File: src/rtl/umi_ram_pkg.sv
package umi_ram_pkg;

   //##########################################################################
   //# Command opcodes
   //##########################################################################

   // Request and response opcodes, UMI-style odd/even split
   typedef enum logic [3:0] {
      OP_READ         = 4'h1,   // Read one word
      OP_RESP_READ    = 4'h2,   // Read data return
      OP_WRITE        = 4'h3,   // Write, acknowledged
      OP_RESP_WRITE   = 4'h4,   // Write acknowledge
      OP_POSTED_WRITE = 4'h5    // Write, no response
   } umi_opcode_e;

   //##########################################################################
   //# Width defaults
   //##########################################################################

   // Command field is the opcode alone
   localparam int UMI_CW_DEFAULT       = $bits(umi_opcode_e);
   localparam int UMI_AW_DEFAULT       = 32;   // Address width
   localparam int UMI_DW_DEFAULT       = 64;   // Data width
   localparam int UMI_RAMDEPTH_DEFAULT = 256;  // Words in the array

   //##########################################################################
   //# Port tag helper
   //##########################################################################

   // Bits needed for a port index out of n ports
   // Never below one, so a single port still gets a tag wire
   function automatic int umi_tag_w(input int n);
      int w;
      w = 1;
      if (n > 2) begin
         w = $clog2(n);
      end
      return w;
   endfunction

   // Same sizing reused for the rotating pointer of the arbiter
   // and for tag compares in the mux and router

endpackage

File: src/rtl/umi_port_arbiter.sv
`timescale 1ns/1ps

module umi_port_arbiter #(
   parameter int N = 4                 // Number of ports
) (
   input  logic          clk,
   input  logic          rst_n,
   input  logic [N-1:0]  requests,     // Port valids
   input  logic          accept,       // Granted request transferred
   output logic [N-1:0]  grants        // One-hot, or zero when idle
);
   import umi_ram_pkg::*;

   localparam int PW = umi_tag_w(N);   // Pointer width

   logic [PW-1:0]  ptr;                // Highest priority port
   logic [PW-1:0]  winner;             // Index of the granted port
   logic [PW-1:0]  ptr_next;           // One past the winner

   //##########################################################################
   //# Grant search
   //##########################################################################

   // First requester at or after ptr, wrapping past N-1
   always_comb begin
      int   idx;
      logic found;
      grants = '0;
      winner = '0;
      found  = 1'b0;
      for (int k = 0; k < N; k++) begin
         idx = int'(ptr) + k;
         if (idx >= N) begin
            idx = idx - N;               // Wrap around
         end
         if (!found && requests[idx]) begin
            grants[idx] = 1'b1;
            winner      = PW'(idx);
            found       = 1'b1;          // Lower priority ports lose
         end
      end
   end

   //##########################################################################
   //# Rotating priority
   //##########################################################################

   // Winner drops to lowest priority next round
   always_comb begin
      if (winner == PW'(N - 1)) begin
         ptr_next = '0;
      end else begin
         ptr_next = winner + 1'b1;
      end
   end

   // Only moves on a real transfer, a stalled grant keeps its slot
   always_ff @(posedge clk) begin
      if (!rst_n) begin
         ptr <= '0;                      // Port 0 first after reset
      end else if (accept) begin
         ptr <= ptr_next;
      end
   end

   // A port holding valid waits at most N-1 other transfers

endmodule

File: config.mk
export PLATFORM = sky130hd
export DESIGN_NAME = umi_port_arbiter
export DESIGN_NICKNAME = d
export VERILOG_FILES = /design/src/rtl/umi_ram_pkg.sv /design/src/rtl/umi_port_arbiter.sv
export SDC_FILE = /design/constraint.sdc
export NUM_CORES = 1
export LEC_CHECK = 0
export ABC_AREA = 1
export BUFFER_PORTS_ARGS = -buffer_cell sky130_fd_sc_hd__buf_2
export CAP_MARGIN = 20
export CORE_AREA = 10 10 47 49
export DETAILED_ROUTE_END_ITERATION = 10
export DIE_AREA = 0 0 57 59
export PLACE_DENSITY = 0.7
export SYNTH_ARGS = -nofsm -noshare
export SYNTH_HDL_FRONTEND = slang
export SYNTH_SLANG_ARGS = --single-unit
File: constraint.sdc
create_clock -name clk -period 5.1 [get_ports clk]
set_input_delay 1.53 -clock clk [delete_from_list [all_inputs] [get_ports clk]]
set_output_delay 1.53 -clock clk [all_outputs]
set_load 0.1 [all_outputs]
==> flow_metrics.py <==
metrics = {
    "outcome": {
        "status": "finished, final reports clean",
    },
    "sta": {
        "finalSetupViolCount": 0,
        "worst_slew_pin_slew_ps": 621,
        "final_max_slew_viol_count": 0,
        "period_share_pct": 87.4,
        "min_period_ps": 4460,
        "report.final.hold_viol_count": 0,
        "fmax_ghz": 0.224,
        "rsz0062_at_grt": "false",
        "relSlewSlack_pct": 58.6,
        "fin_skew_ps": 2.10,
    },
    "global_routing": {
        "grt_max_degree": 14,
        "grt_pass1_wl_um": 2440,
        "grt.total_usage_pct": 8.65,
        "overflow": 0,
        "antenna_found_initial": 0,
        "first_global_vias": 611,
    },
    "critical_path": {
        "crit_fanout": 8,
        "cp.arrival_ps": 2930,
        "criticalPathCategory": "input pin to output pin",
        "end_kind": "output pin",
        "required_ps": 3570,
        "cp-start-kind": "input pin",
    },
    "cells_and_area": {
        "drive_above_1_share_pct": 31.1,
        "largest_reg_flops": 2,
        "areaGrowthSynthToFinish_pct": 12.7,
        "regArea_sq_um": 40.0,
        "fin_util_pct": 51.6,
        "largest_register": "ptr",
        "reg_top3": "ptr: 2 flops",
        "multi_input_area_sq_um": 532,
        "diodes": 0,
        "nNetsFinal": 123,
        "fillers": 150,
        "final_cells": 122,
    },
    "clocking": {
        "cts_num_sinks": 2,
        "clockRootBuffer": "clkbuf_4",
        "clock_path_buffers": 2,
        "postCtsHoldBufs": 0,
        "cts_buffers": 3,
        "tritoncts": "done",
        "cts_resized": 0,
        "clk_pin_slew_ps": 30,
        "h-tree-depth": 1,
        "clkLatencyLatePin_ps": 220,
        "postCtsSetupBuffers": 0,
    },
    "yosys": {
        "syn_inst": 94,
        "synth-seq-cells": 2,
        "ys_warn_count": 0,
        "synthTopCellsByArea": "nand2_1 19%, ha_1 16%, nand2_4 7.0%",
        "ys_types": 21,
        "yosys.area.top_type": "nand2_1",
        "netlist.area_leader.share_pct": 18.7,
        "seq_area_frac_synth_pct": 6.24,
        "synth_edf_count": 0,
        "async_flop_share_pct": 0,
        "synth_top_cells_by_count": "32 x nand2_1, 10 x inv_1, 8 x ha_1, 8 x nand3_1, 5 x nand2_2",
        "syn_avg_cell_area_sq_um": 6.83,
        "syn-num-nets": 109,
        "synth_area_sq_um": 642,
        "synth.most_common_cell": "nand2_1",
        "ys.flop_type": "dfxtp_1",
    },
    "floorplan": {
        "start_util_pct": 45.8,
        "row_count": 14,
        "coreArea_sq_mm": 0.00140,
        "io-pin-count": 11,
        "die_area_sq_mm": 0.00336,
        "die_x_um": 57,
        "die_y_um": 59,
    },
    "route": {
        "drtIter0Drc": 14,
        "viasPerCell": 5.13,
        "wl_per_cell_um": 11.6,
        "antenna_left": 0,
        "drc": 0,
        "dr.pass1.iters": 4,
        "wl_um": 1420,
        "vias": 626,
    },
    "place": {
        "placed_cells": 119,
        "dp_hpwl_um": 1170,
        "gp_congestion": 0.922,
        "portBuffers": 10,
    },
    "run": {
        "maxCapViolCount": 0,
    },
    "hold_path": {
        "hp-class": "register to register",
    },
}
==> metal layers <==
metal / wire (um) / up-vias / track usage [%]
li1: - / 338 / -
met1: 672 / 279 / 9.04
met2: 714 / 9 / 16.1
met3: 30 / 0 / 2.36
met4: 0 / 0 / 3.02
met5: 0 / - / 0
==> placed cells by master (no fill, tap or decap), types with 4 or more instances in the layout <==
cell type,count
nand2_1,32
inv_1,10
buf_2,10
nand3_1,8
ha_1,8
nand2_2,5
nand2_4,4
o2111ai_1,4
==> path summary, 6_finish.rpt <==
check                      startpoint                  end  slack (ps)  cells after the start
setup reg to reg  ptr[0]$_SDFFE_PN0P_  ptr[1]$_SDFFE_PN0P_        2790                     14
hold / removal    ptr[1]$_SDFFE_PN0P_  ptr[1]$_SDFFE_PN0P_         730                      4
setup / recovery          requests[3]            grants[3]         640                      9
hold reg to reg   ptr[1]$_SDFFE_PN0P_  ptr[1]$_SDFFE_PN0P_         730                      4
==> worst max-delay path: stages <==
cell and delay (ps):
buf_2 130, inv_1 70, nand2_1 60, nand3_2 150
nand2_8 100, nor2_8 160, nand2_1 90, o2111ai_1 180
buf_2 460
==> kinds of logic (layout without fill, tap and decap cells) <==
kind of cell	count (synthesis)	after routing	share of synthesized area (%)
AOI/OAI and AO/OA	8	8	8.77
buffers and inverters	14	26	10.9
adders and majority gates	8	8	15.6
and+or+nand+nor	62	62	58.5
DFF	2	2	6.24
==> final cells by class <==
class	count	share of cell area, %
Multi-Input combinational cell	78	73.5
Clock buffer	3	3.11
Sequential cell	2	5.54
Timing Repair Buffer	10	6.92
Inverter	13	8.13
Tap cell	16	2.77
==> per-stage QoR <==
stage                     hold WS (ps)  instance area, sq um  setup WS [ps]  TNS (ps)
after floorplan                    638                   642          -34.0     -68.1
after global placement             716                   701            697         0
after detailed placement           722                   701            645         0
after CTS                          730                   723            643         0
after global routing               788                   723            493         0
final                              726                   723            643         0
Power is not shown: default switching activity piles up to over one toggle a cycle in this logic, so the estimate is an artifact.
