===== config.mk =====
export PLATFORM = sky130hd
export DESIGN_NAME = umi_req_mux_flat
export DESIGN_NICKNAME = d
export VERILOG_FILES = /design/src/rtl/umi_ram_pkg.sv /design/src/rtl/umi_if.sv /design/src/rtl/umi_req_mux.sv /design/src/flat_wrapper.sv
export SDC_FILE = /design/constraint.sdc
export NUM_CORES = 1
export LEC_CHECK = 0
export ABC_AREA = 1
export BUFFER_PORTS_ARGS = -buffer_cell sky130_fd_sc_hd__buf_2
export CORE_AREA = 4 4 262 264
export DETAILED_ROUTE_END_ITERATION = 7
export DIE_AREA = 0 0 266 268
export PLACE_DENSITY = 0.31
export SLEW_MARGIN = 15
export SYNTH_ARGS = -nofsm -noshare
export SYNTH_HDL_FRONTEND = slang
export SYNTH_SLANG_ARGS = --single-unit

===== constraint.sdc =====
create_clock -name vclk -period 2.9
set_input_delay 0.58 -clock vclk [all_inputs]
set_output_delay 0.58 -clock vclk [all_outputs]
set_load 0.02 [all_outputs]

===== src/rtl/umi_ram_pkg.sv =====
package umi_ram_pkg;

   //##########################################################################
   //# Command opcodes
   //##########################################################################

   // Request and response opcodes, UMI-style odd/even split
   typedef enum logic [3:0] {
      OP_READ         = 4'h1,   // Read one word
      OP_RESP_READ    = 4'h2,   // Read data return
      OP_WRITE        = 4'h3,   // Write, acknowledged
      OP_RESP_WRITE   = 4'h4,   // Write acknowledge
      OP_POSTED_WRITE = 4'h5    // Write, no response
   } umi_opcode_e;

   //##########################################################################
   //# Width defaults
   //##########################################################################

   // Command field is the opcode alone
   localparam int UMI_CW_DEFAULT       = $bits(umi_opcode_e);
   localparam int UMI_AW_DEFAULT       = 32;   // Address width
   localparam int UMI_DW_DEFAULT       = 64;   // Data width
   localparam int UMI_RAMDEPTH_DEFAULT = 256;  // Words in the array

   //##########################################################################
   //# Port tag helper
   //##########################################################################

   // Bits needed for a port index out of n ports
   // Never below one, so a single port still gets a tag wire
   function automatic int umi_tag_w(input int n);
      int w;
      w = 1;
      if (n > 2) begin
         w = $clog2(n);
      end
      return w;
   endfunction

   // Same sizing reused for the rotating pointer of the arbiter
   // and for tag compares in the mux and router

endpackage


===== src/rtl/umi_if.sv =====
`timescale 1ns/1ps

// One valid/ready UMI channel plus the port tag
interface umi_if #(
   parameter int AW = umi_ram_pkg::UMI_AW_DEFAULT,
   parameter int DW = umi_ram_pkg::UMI_DW_DEFAULT,
   parameter int TW = 1
) ();
   import umi_ram_pkg::*;

   logic             valid;     // Sender has a packet
   umi_opcode_e      cmd;       // Opcode
   logic [AW-1:0]    dstaddr;   // Target address
   logic [AW-1:0]    srcaddr;   // Return address
   logic [DW-1:0]    data;      // Payload
   logic [TW-1:0]    tag;       // Port index, echoed back unchanged
   logic             ready;     // Receiver can take it

   // Side that sends the packet
   modport requester (
      output valid, cmd, dstaddr, srcaddr, data, tag,
      input  ready
   );

   // Side that accepts the packet
   modport responder (
      input  valid, cmd, dstaddr, srcaddr, data, tag,
      output ready
   );

   // Transfer on a rising clk edge with valid and ready both high
   // Fields stay put while valid waits for ready

endinterface


===== src/rtl/umi_req_mux.sv =====
`timescale 1ns/1ps

module umi_req_mux #(
   parameter int N  = 4,
   parameter int AW = umi_ram_pkg::UMI_AW_DEFAULT,
   parameter int DW = umi_ram_pkg::UMI_DW_DEFAULT
) (
   input  logic [N-1:0]                             grants,
   input  logic [N*umi_ram_pkg::UMI_CW_DEFAULT-1:0] cmd,
   input  logic [N*AW-1:0]                          dstaddr,
   input  logic [N*AW-1:0]                          srcaddr,
   input  logic [N*DW-1:0]                          data,
   output logic [N-1:0]                             port_ready,
   umi_if.requester                                 mem_req
);
   import umi_ram_pkg::*;

   localparam int CW = UMI_CW_DEFAULT;
   localparam int TW = umi_tag_w(N);

   logic [CW-1:0]  cmd_sel;
   logic [AW-1:0]  dst_sel;
   logic [AW-1:0]  src_sel;
   logic [DW-1:0]  data_sel;
   logic [TW-1:0]  tag_sel;

   // AND-OR select, grant is one-hot so at most one term survives
   always_comb begin
      cmd_sel  = '0;
      dst_sel  = '0;
      src_sel  = '0;
      data_sel = '0;
      tag_sel  = '0;
      for (int i = 0; i < N; i++) begin
         if (grants[i]) begin
            cmd_sel  = cmd_sel  | cmd[i*CW +: CW];
            dst_sel  = dst_sel  | dstaddr[i*AW +: AW];
            src_sel  = src_sel  | srcaddr[i*AW +: AW];
            data_sel = data_sel | data[i*DW +: DW];
            tag_sel  = tag_sel  | TW'(i);     // Encode grant into tag
         end
      end
   end

   assign mem_req.valid   = |grants;                    // Any grant means a packet
   assign mem_req.cmd     = umi_opcode_e'(cmd_sel);
   assign mem_req.dstaddr = dst_sel;
   assign mem_req.srcaddr = src_sel;
   assign mem_req.data    = data_sel;
   assign mem_req.tag     = tag_sel;

   // Only the granted port sees ready
   assign port_ready = grants & {N{mem_req.ready}};

endmodule


===== src/flat_wrapper.sv =====
// flat-port wrapper written by rule: the top's interface ports become plain ports
module umi_req_mux_flat import umi_ram_pkg::*;
#(
   parameter int N  = 4,
   parameter int AW = umi_ram_pkg::UMI_AW_DEFAULT,
   parameter int DW = umi_ram_pkg::UMI_DW_DEFAULT
)
  (grants, cmd, dstaddr, srcaddr, data, port_ready, mem_req_valid, mem_req_cmd, mem_req_dstaddr, mem_req_srcaddr, mem_req_data, mem_req_tag, mem_req_ready);
  umi_if #(.AW(AW), .DW(DW)) mem_req_i ();
  input  logic [N-1:0] grants;
  input  logic [N*umi_ram_pkg::UMI_CW_DEFAULT-1:0] cmd;
  input  logic [N*AW-1:0] dstaddr;
  input  logic [N*AW-1:0] srcaddr;
  input  logic [N*DW-1:0] data;
  output logic [N-1:0] port_ready;
  output wire logic [$bits(mem_req_i.valid)-1:0] mem_req_valid;
  output wire logic [$bits(mem_req_i.cmd)-1:0] mem_req_cmd;
  output wire logic [$bits(mem_req_i.dstaddr)-1:0] mem_req_dstaddr;
  output wire logic [$bits(mem_req_i.srcaddr)-1:0] mem_req_srcaddr;
  output wire logic [$bits(mem_req_i.data)-1:0] mem_req_data;
  output wire logic [$bits(mem_req_i.tag)-1:0] mem_req_tag;
  input wire logic [$bits(mem_req_i.ready)-1:0] mem_req_ready;
  assign mem_req_valid = mem_req_i.valid;
  assign mem_req_cmd = mem_req_i.cmd;
  assign mem_req_dstaddr = mem_req_i.dstaddr;
  assign mem_req_srcaddr = mem_req_i.srcaddr;
  assign mem_req_data = mem_req_i.data;
  assign mem_req_tag = mem_req_i.tag;
  assign mem_req_i.ready = mem_req_ready;
  umi_req_mux #(.N(N), .AW(AW), .DW(DW)) u_core (.grants(grants), .cmd(cmd), .dstaddr(dstaddr), .srcaddr(srcaddr), .data(data), .port_ready(port_ready), .mem_req(mem_req_i));
endmodule

==> flow_summary.toml, run 1 <==
[setup_path]
required_ns = 2.32
endpoint_kind = "output pin"
cp.arrival_ns = 1.65
setup.worst_path.start_class = "input pin"
max_stage_delay_ns = 0.20
crit_top_cell = "nand2_1"
slowest_stage = "buf_12"
crit_chain = "buf_4, buf_12, buf_12, nand2_1, nand2_1, inv_1, nand2_1, buf_2"
critical_path_class = "in2out"
cp_max_fo = 22

[timing]
fin_crit_sh = 0.768
tightest_slew_ns = 0.413
worst_slack_ns = 0.673
setup_violations = 0
finalSetupTns_ns = 0
finalCriticalPeriod_ns = 2.23
fmax_mhz = 449
worst_slew_margin_rel = 0.725
rsz0062_at_grt = "false"
hold_viol = 0
slew_viol_final = 0

[yosys]
ys_top_cells_by_count = "nand2_1, inv_1, buf_2"
syn_area_um2 = 4960
yosysWarnings = 0
synthCells = 1261
ys_seq_area_frac = 0
avgSynthCellArea_um2 = 3.93
synth_area_leaders = "nand2_1, inv_1, buf_6"
yosysMostFrequentCell = "nand2_1"
yosysTopAreaCell = "nand2_1"
ys_types = 7
synth_nets = 1794
synth_top_area_share = 0.703

[die]
die-area_um2 = 71300
initial_core_util = 0.0745
core-area_um2 = 66600
die_w_um = 266
rows = 95
io_pins = 671
die_y_um = 268

[power_and_ir_drop]
powerDensity_nw_per_um2 = 159
p_total_mw = 1.48
p_leak_nw = 6.70
peakVddDrop_v = 0.0000686

[clock_tree]
cts_hold_buffers = 0
post_cts_buffers = 0
post_cts_resized = 0

[route]
wl_um = 40500
ant_nets = 0
drt-initial-drc-count = 270
drc = 0
vias = 8847
drt_first_pass_iters = 4
viasPerCell = 3.19
wl_per_cell_um = 14.6

[cells_and_area]
seq_cells = 0
clkbuf_count = 0
multi_input_area_um2 = 3500
final_nets = 2433
syn_to_final_growth_pct = 87.6
seq_area_um2 = 0
fill_cells = 8277
drive_gt1_frac = 0.367

[grt]
grt_pass1_wl_um = 55800
gr-total-overflow = 0
antenna_found_initial = 12
track_usage = 0.103
grt_pass1_vias = 8937
grt_max_degree = 65

[placement]
portBuffers = 671
hpwl_um = 36300
gp_congestion = 0.793
place_ws_ns = 0.568

[flow_run]
drv_cap = 0

[run_status]
status = "finished clean"

[min_path]
hp-class = "in2out"
[kinds of logic after synthesis]
group	Yosys count	synth area share
buf+inv	330	0.295
simple gates	931	0.705
[worst paths after layout]
| kind | startpoint | end | depth (start not counted) |
|---|---|---|---|
| worst max-delay path | grants[2] | mem_req_data[59] | 8 |
| worst min-delay path | srcaddr[29] | mem_req_srcaddr[29] | 6 |
[critical path: cells and delay by family]
kind	cells	cell delay, ns
buffers and inverters	5	0.80
and+or+nand+nor	3	0.24
[power breakdown]
group | internal (mW) | leakage (nW) | switching (mW)
clock network | 0.000000139 | 0.0000190 | 0
registers | 0 | 0 | 0
logic | 0.601 | 6.70 | 0.874
total | 0.601 | 6.70 | 0.874
[cell type report]
cell class	instances	share of cell area
Tap cell	873	0.117
Inverter	270	0.109
Timing Repair Buffer	697	0.397
Multi-Input combinational cell	931	0.376
Antenna cell	3	0.000807
[metal layers]
metal  wire [um]  global-route usage  vias up
li1            -                   -     4739
met3        3750              0.0244       30
met2       20700               0.201      438
met4         319             0.00469        4
met5          21                   0        -
met1       15700               0.118     3636
[stage by stage]
stage               utilization  hold WS, ns  std cells  instance area (um^2)
floorplan                     -         1.28       1261                  4960
global placement          0.140         1.55       2771                  9290
detailed placement        0.140         1.54       2771                  9290
CTS                       0.140         1.54       2771                  9290
global route              0.140         1.56       2772                  9290
finish                    0.140         1.54       2774                  9300
[layout by cell type (no fill, tap or decap)]
master   Yosys  routed
buf_12       0      10
buf_2       28     667
buf_4       14      20
diode_2      0       3
inv_1      270     270
nand2_1    929     929
nand3_1      1       1
nor2_1       1       1
Power figures use the tool's default switching activity.
==> run 2, diff against run 1 <==
==> constraint.sdc (replaced) <==
create_clock -name vclk -period 2.3
set_input_delay 0.46 -clock vclk [all_inputs]
set_output_delay 0.46 -clock vclk [all_outputs]
set_load 0.02 [all_outputs]
==> flow_summary.toml, run 2 (synthesis gave the netlist of run 1 again) <==
[run_status]
status = "finished clean"

[cells_and_area]
final_nets = 2452
syn_to_final_growth_pct = 91.7
layout_commonest_cell = "nand2_1"
seq_area_um2 = 0
multi_input_area_um2 = 3500
drive_gt1_frac = 0.374
seq_cells = 0
fill_cells = 8190
final_cell_mix = "nand2_1, buf_2, inv_1"
instances_no_fill = 2792
clkbuf_count = 0
fin_area_um2 = 9500

[setup_path]
crit_buf_inv = 5
slowest_stage = "buf_4"
cp_max_fo = 30
path_depth = 8
cp-startpoint = "grants[2]"
crit_top_cell = "nand2_1"
setup.worst_path.start_class = "input pin"
cp-endpoint = "mem_req_data[27]"
crit_chain = "buf_4, buf_12, buf_12, nand2_1, nand2_1, inv_1, nand2_1, buf_2"
crit_family = "buffers and inverters"
max_stage_delay_ns = 0.22
endpoint_kind = "output pin"
critical_path_class = "in2out"
cp.arrival_ns = 1.51
required_ns = 1.84

[route]
ant_nets = 0
wl_um = 40800
drc = 0
drt_first_pass_iters = 4
wl_per_cell_um = 14.6
drt-initial-drc-count = 311
viasPerCell = 3.19
vias = 8920

[timing]
whs_ns = 1.30
setup_violations = 0
worst_slew_margin_rel = 0.800
finalSetupTns_ns = 0
hold_viol = 0
fin_crit_sh = 0.855
rsz0062_at_grt = "false"
finalCriticalPeriod_ns = 1.97
slew_viol_final = 0
tightest_slew_ns = 0.301
fmax_mhz = 508

[grt]
grt_pass1_vias = 9040
gr-total-overflow = 0
busiest_layer = "met2"
grt_pass1_wl_um = 56100
use_met2 = 0.206
grt_use_met1 = 0.113
track_usage = 0.103
grt_max_degree = 48
antenna_found_initial = 18
use_met3 = 0.0278

[clock_tree]
post_cts_buffers = 0
cts_hold_buffers = 0
post_cts_resized = 0

[power_and_ir_drop]
p_total_mw = 1.91
powerDensity_nw_per_um2 = 201
p_leak_nw = 6.81
peakVddDrop_v = 0.000103

[placement]
portBuffers = 671
place_area_um2 = 9500
gp_congestion = 0.821
hpwl_um = 36900
dp_cells = 2790

[flow_run]
drv_cap = 0

[die]
die_w_um = 266
rows = 95
die-area_um2 = 71300
initial_core_util = 0.0745
core-area_um2 = 66600
io_pins = 671
die_y_um = 268

[min_path]
hp-class = "in2out"
[run 2: per-stage QoR]
stage | worst slack [ns] | util
floorplan | 0.709 | -
global placement | 0.218 | 0.143
detailed placement | 0.235 | 0.143
CTS | 0.235 | 0.143
global route | 0.212 | 0.143
finish | 0.333 | 0.143
[run 2: routing by layer]
metal  up-vias  wire length, um
met4        10              313
met1      3660            15300
met3        34             3980
li1       4772                -
met5         -               68
met2       444            21200
[run 2: worst min-delay path: stages]
cell and delay (ns):
buf_2 0.08, nand2_1 0.04, nand2_1 0.05, inv_1 0.03, nand2_1 0.04, buf_2 0.15
[run 2: how the worst min path moves through the flow]
| stage | from | endpoint | slack [ns] | depth (start not counted) |
|---|---|---|---|---|
| finish | srcaddr[26] | mem_req_srcaddr[26] | 1.30 | 6 |
| global route | data[36] | mem_req_data[36] | 1.33 | 6 |
| CTS | srcaddr[26] | mem_req_srcaddr[26] | 1.30 | 6 |
| detailed placement | srcaddr[26] | mem_req_srcaddr[26] | 1.30 | 6 |
| global placement | dstaddr[10] | mem_req_dstaddr[10] | 1.31 | 6 |
| floorplan | mem_req_ready | port_ready[0] | 1.04 | 2 |
[run 2: layout make-up]
cell class | instances | area share
Tap cell | 873 | 0.115
Timing Repair Buffer | 716 | 0.410
Antenna cell | 2 | 0.000527
Inverter | 270 | 0.107
Multi-Input combinational cell | 931 | 0.368
[run 2: power by group]
part / internal, mW / total, mW / leakage (nW) / switching [mW]
registers: 0 / 0 / 0 / 0
clock network: 0.000000116 / 0.000000116 / 0.0000127 / 0
logic: 0.793 / 1.91 / 6.81 / 1.12
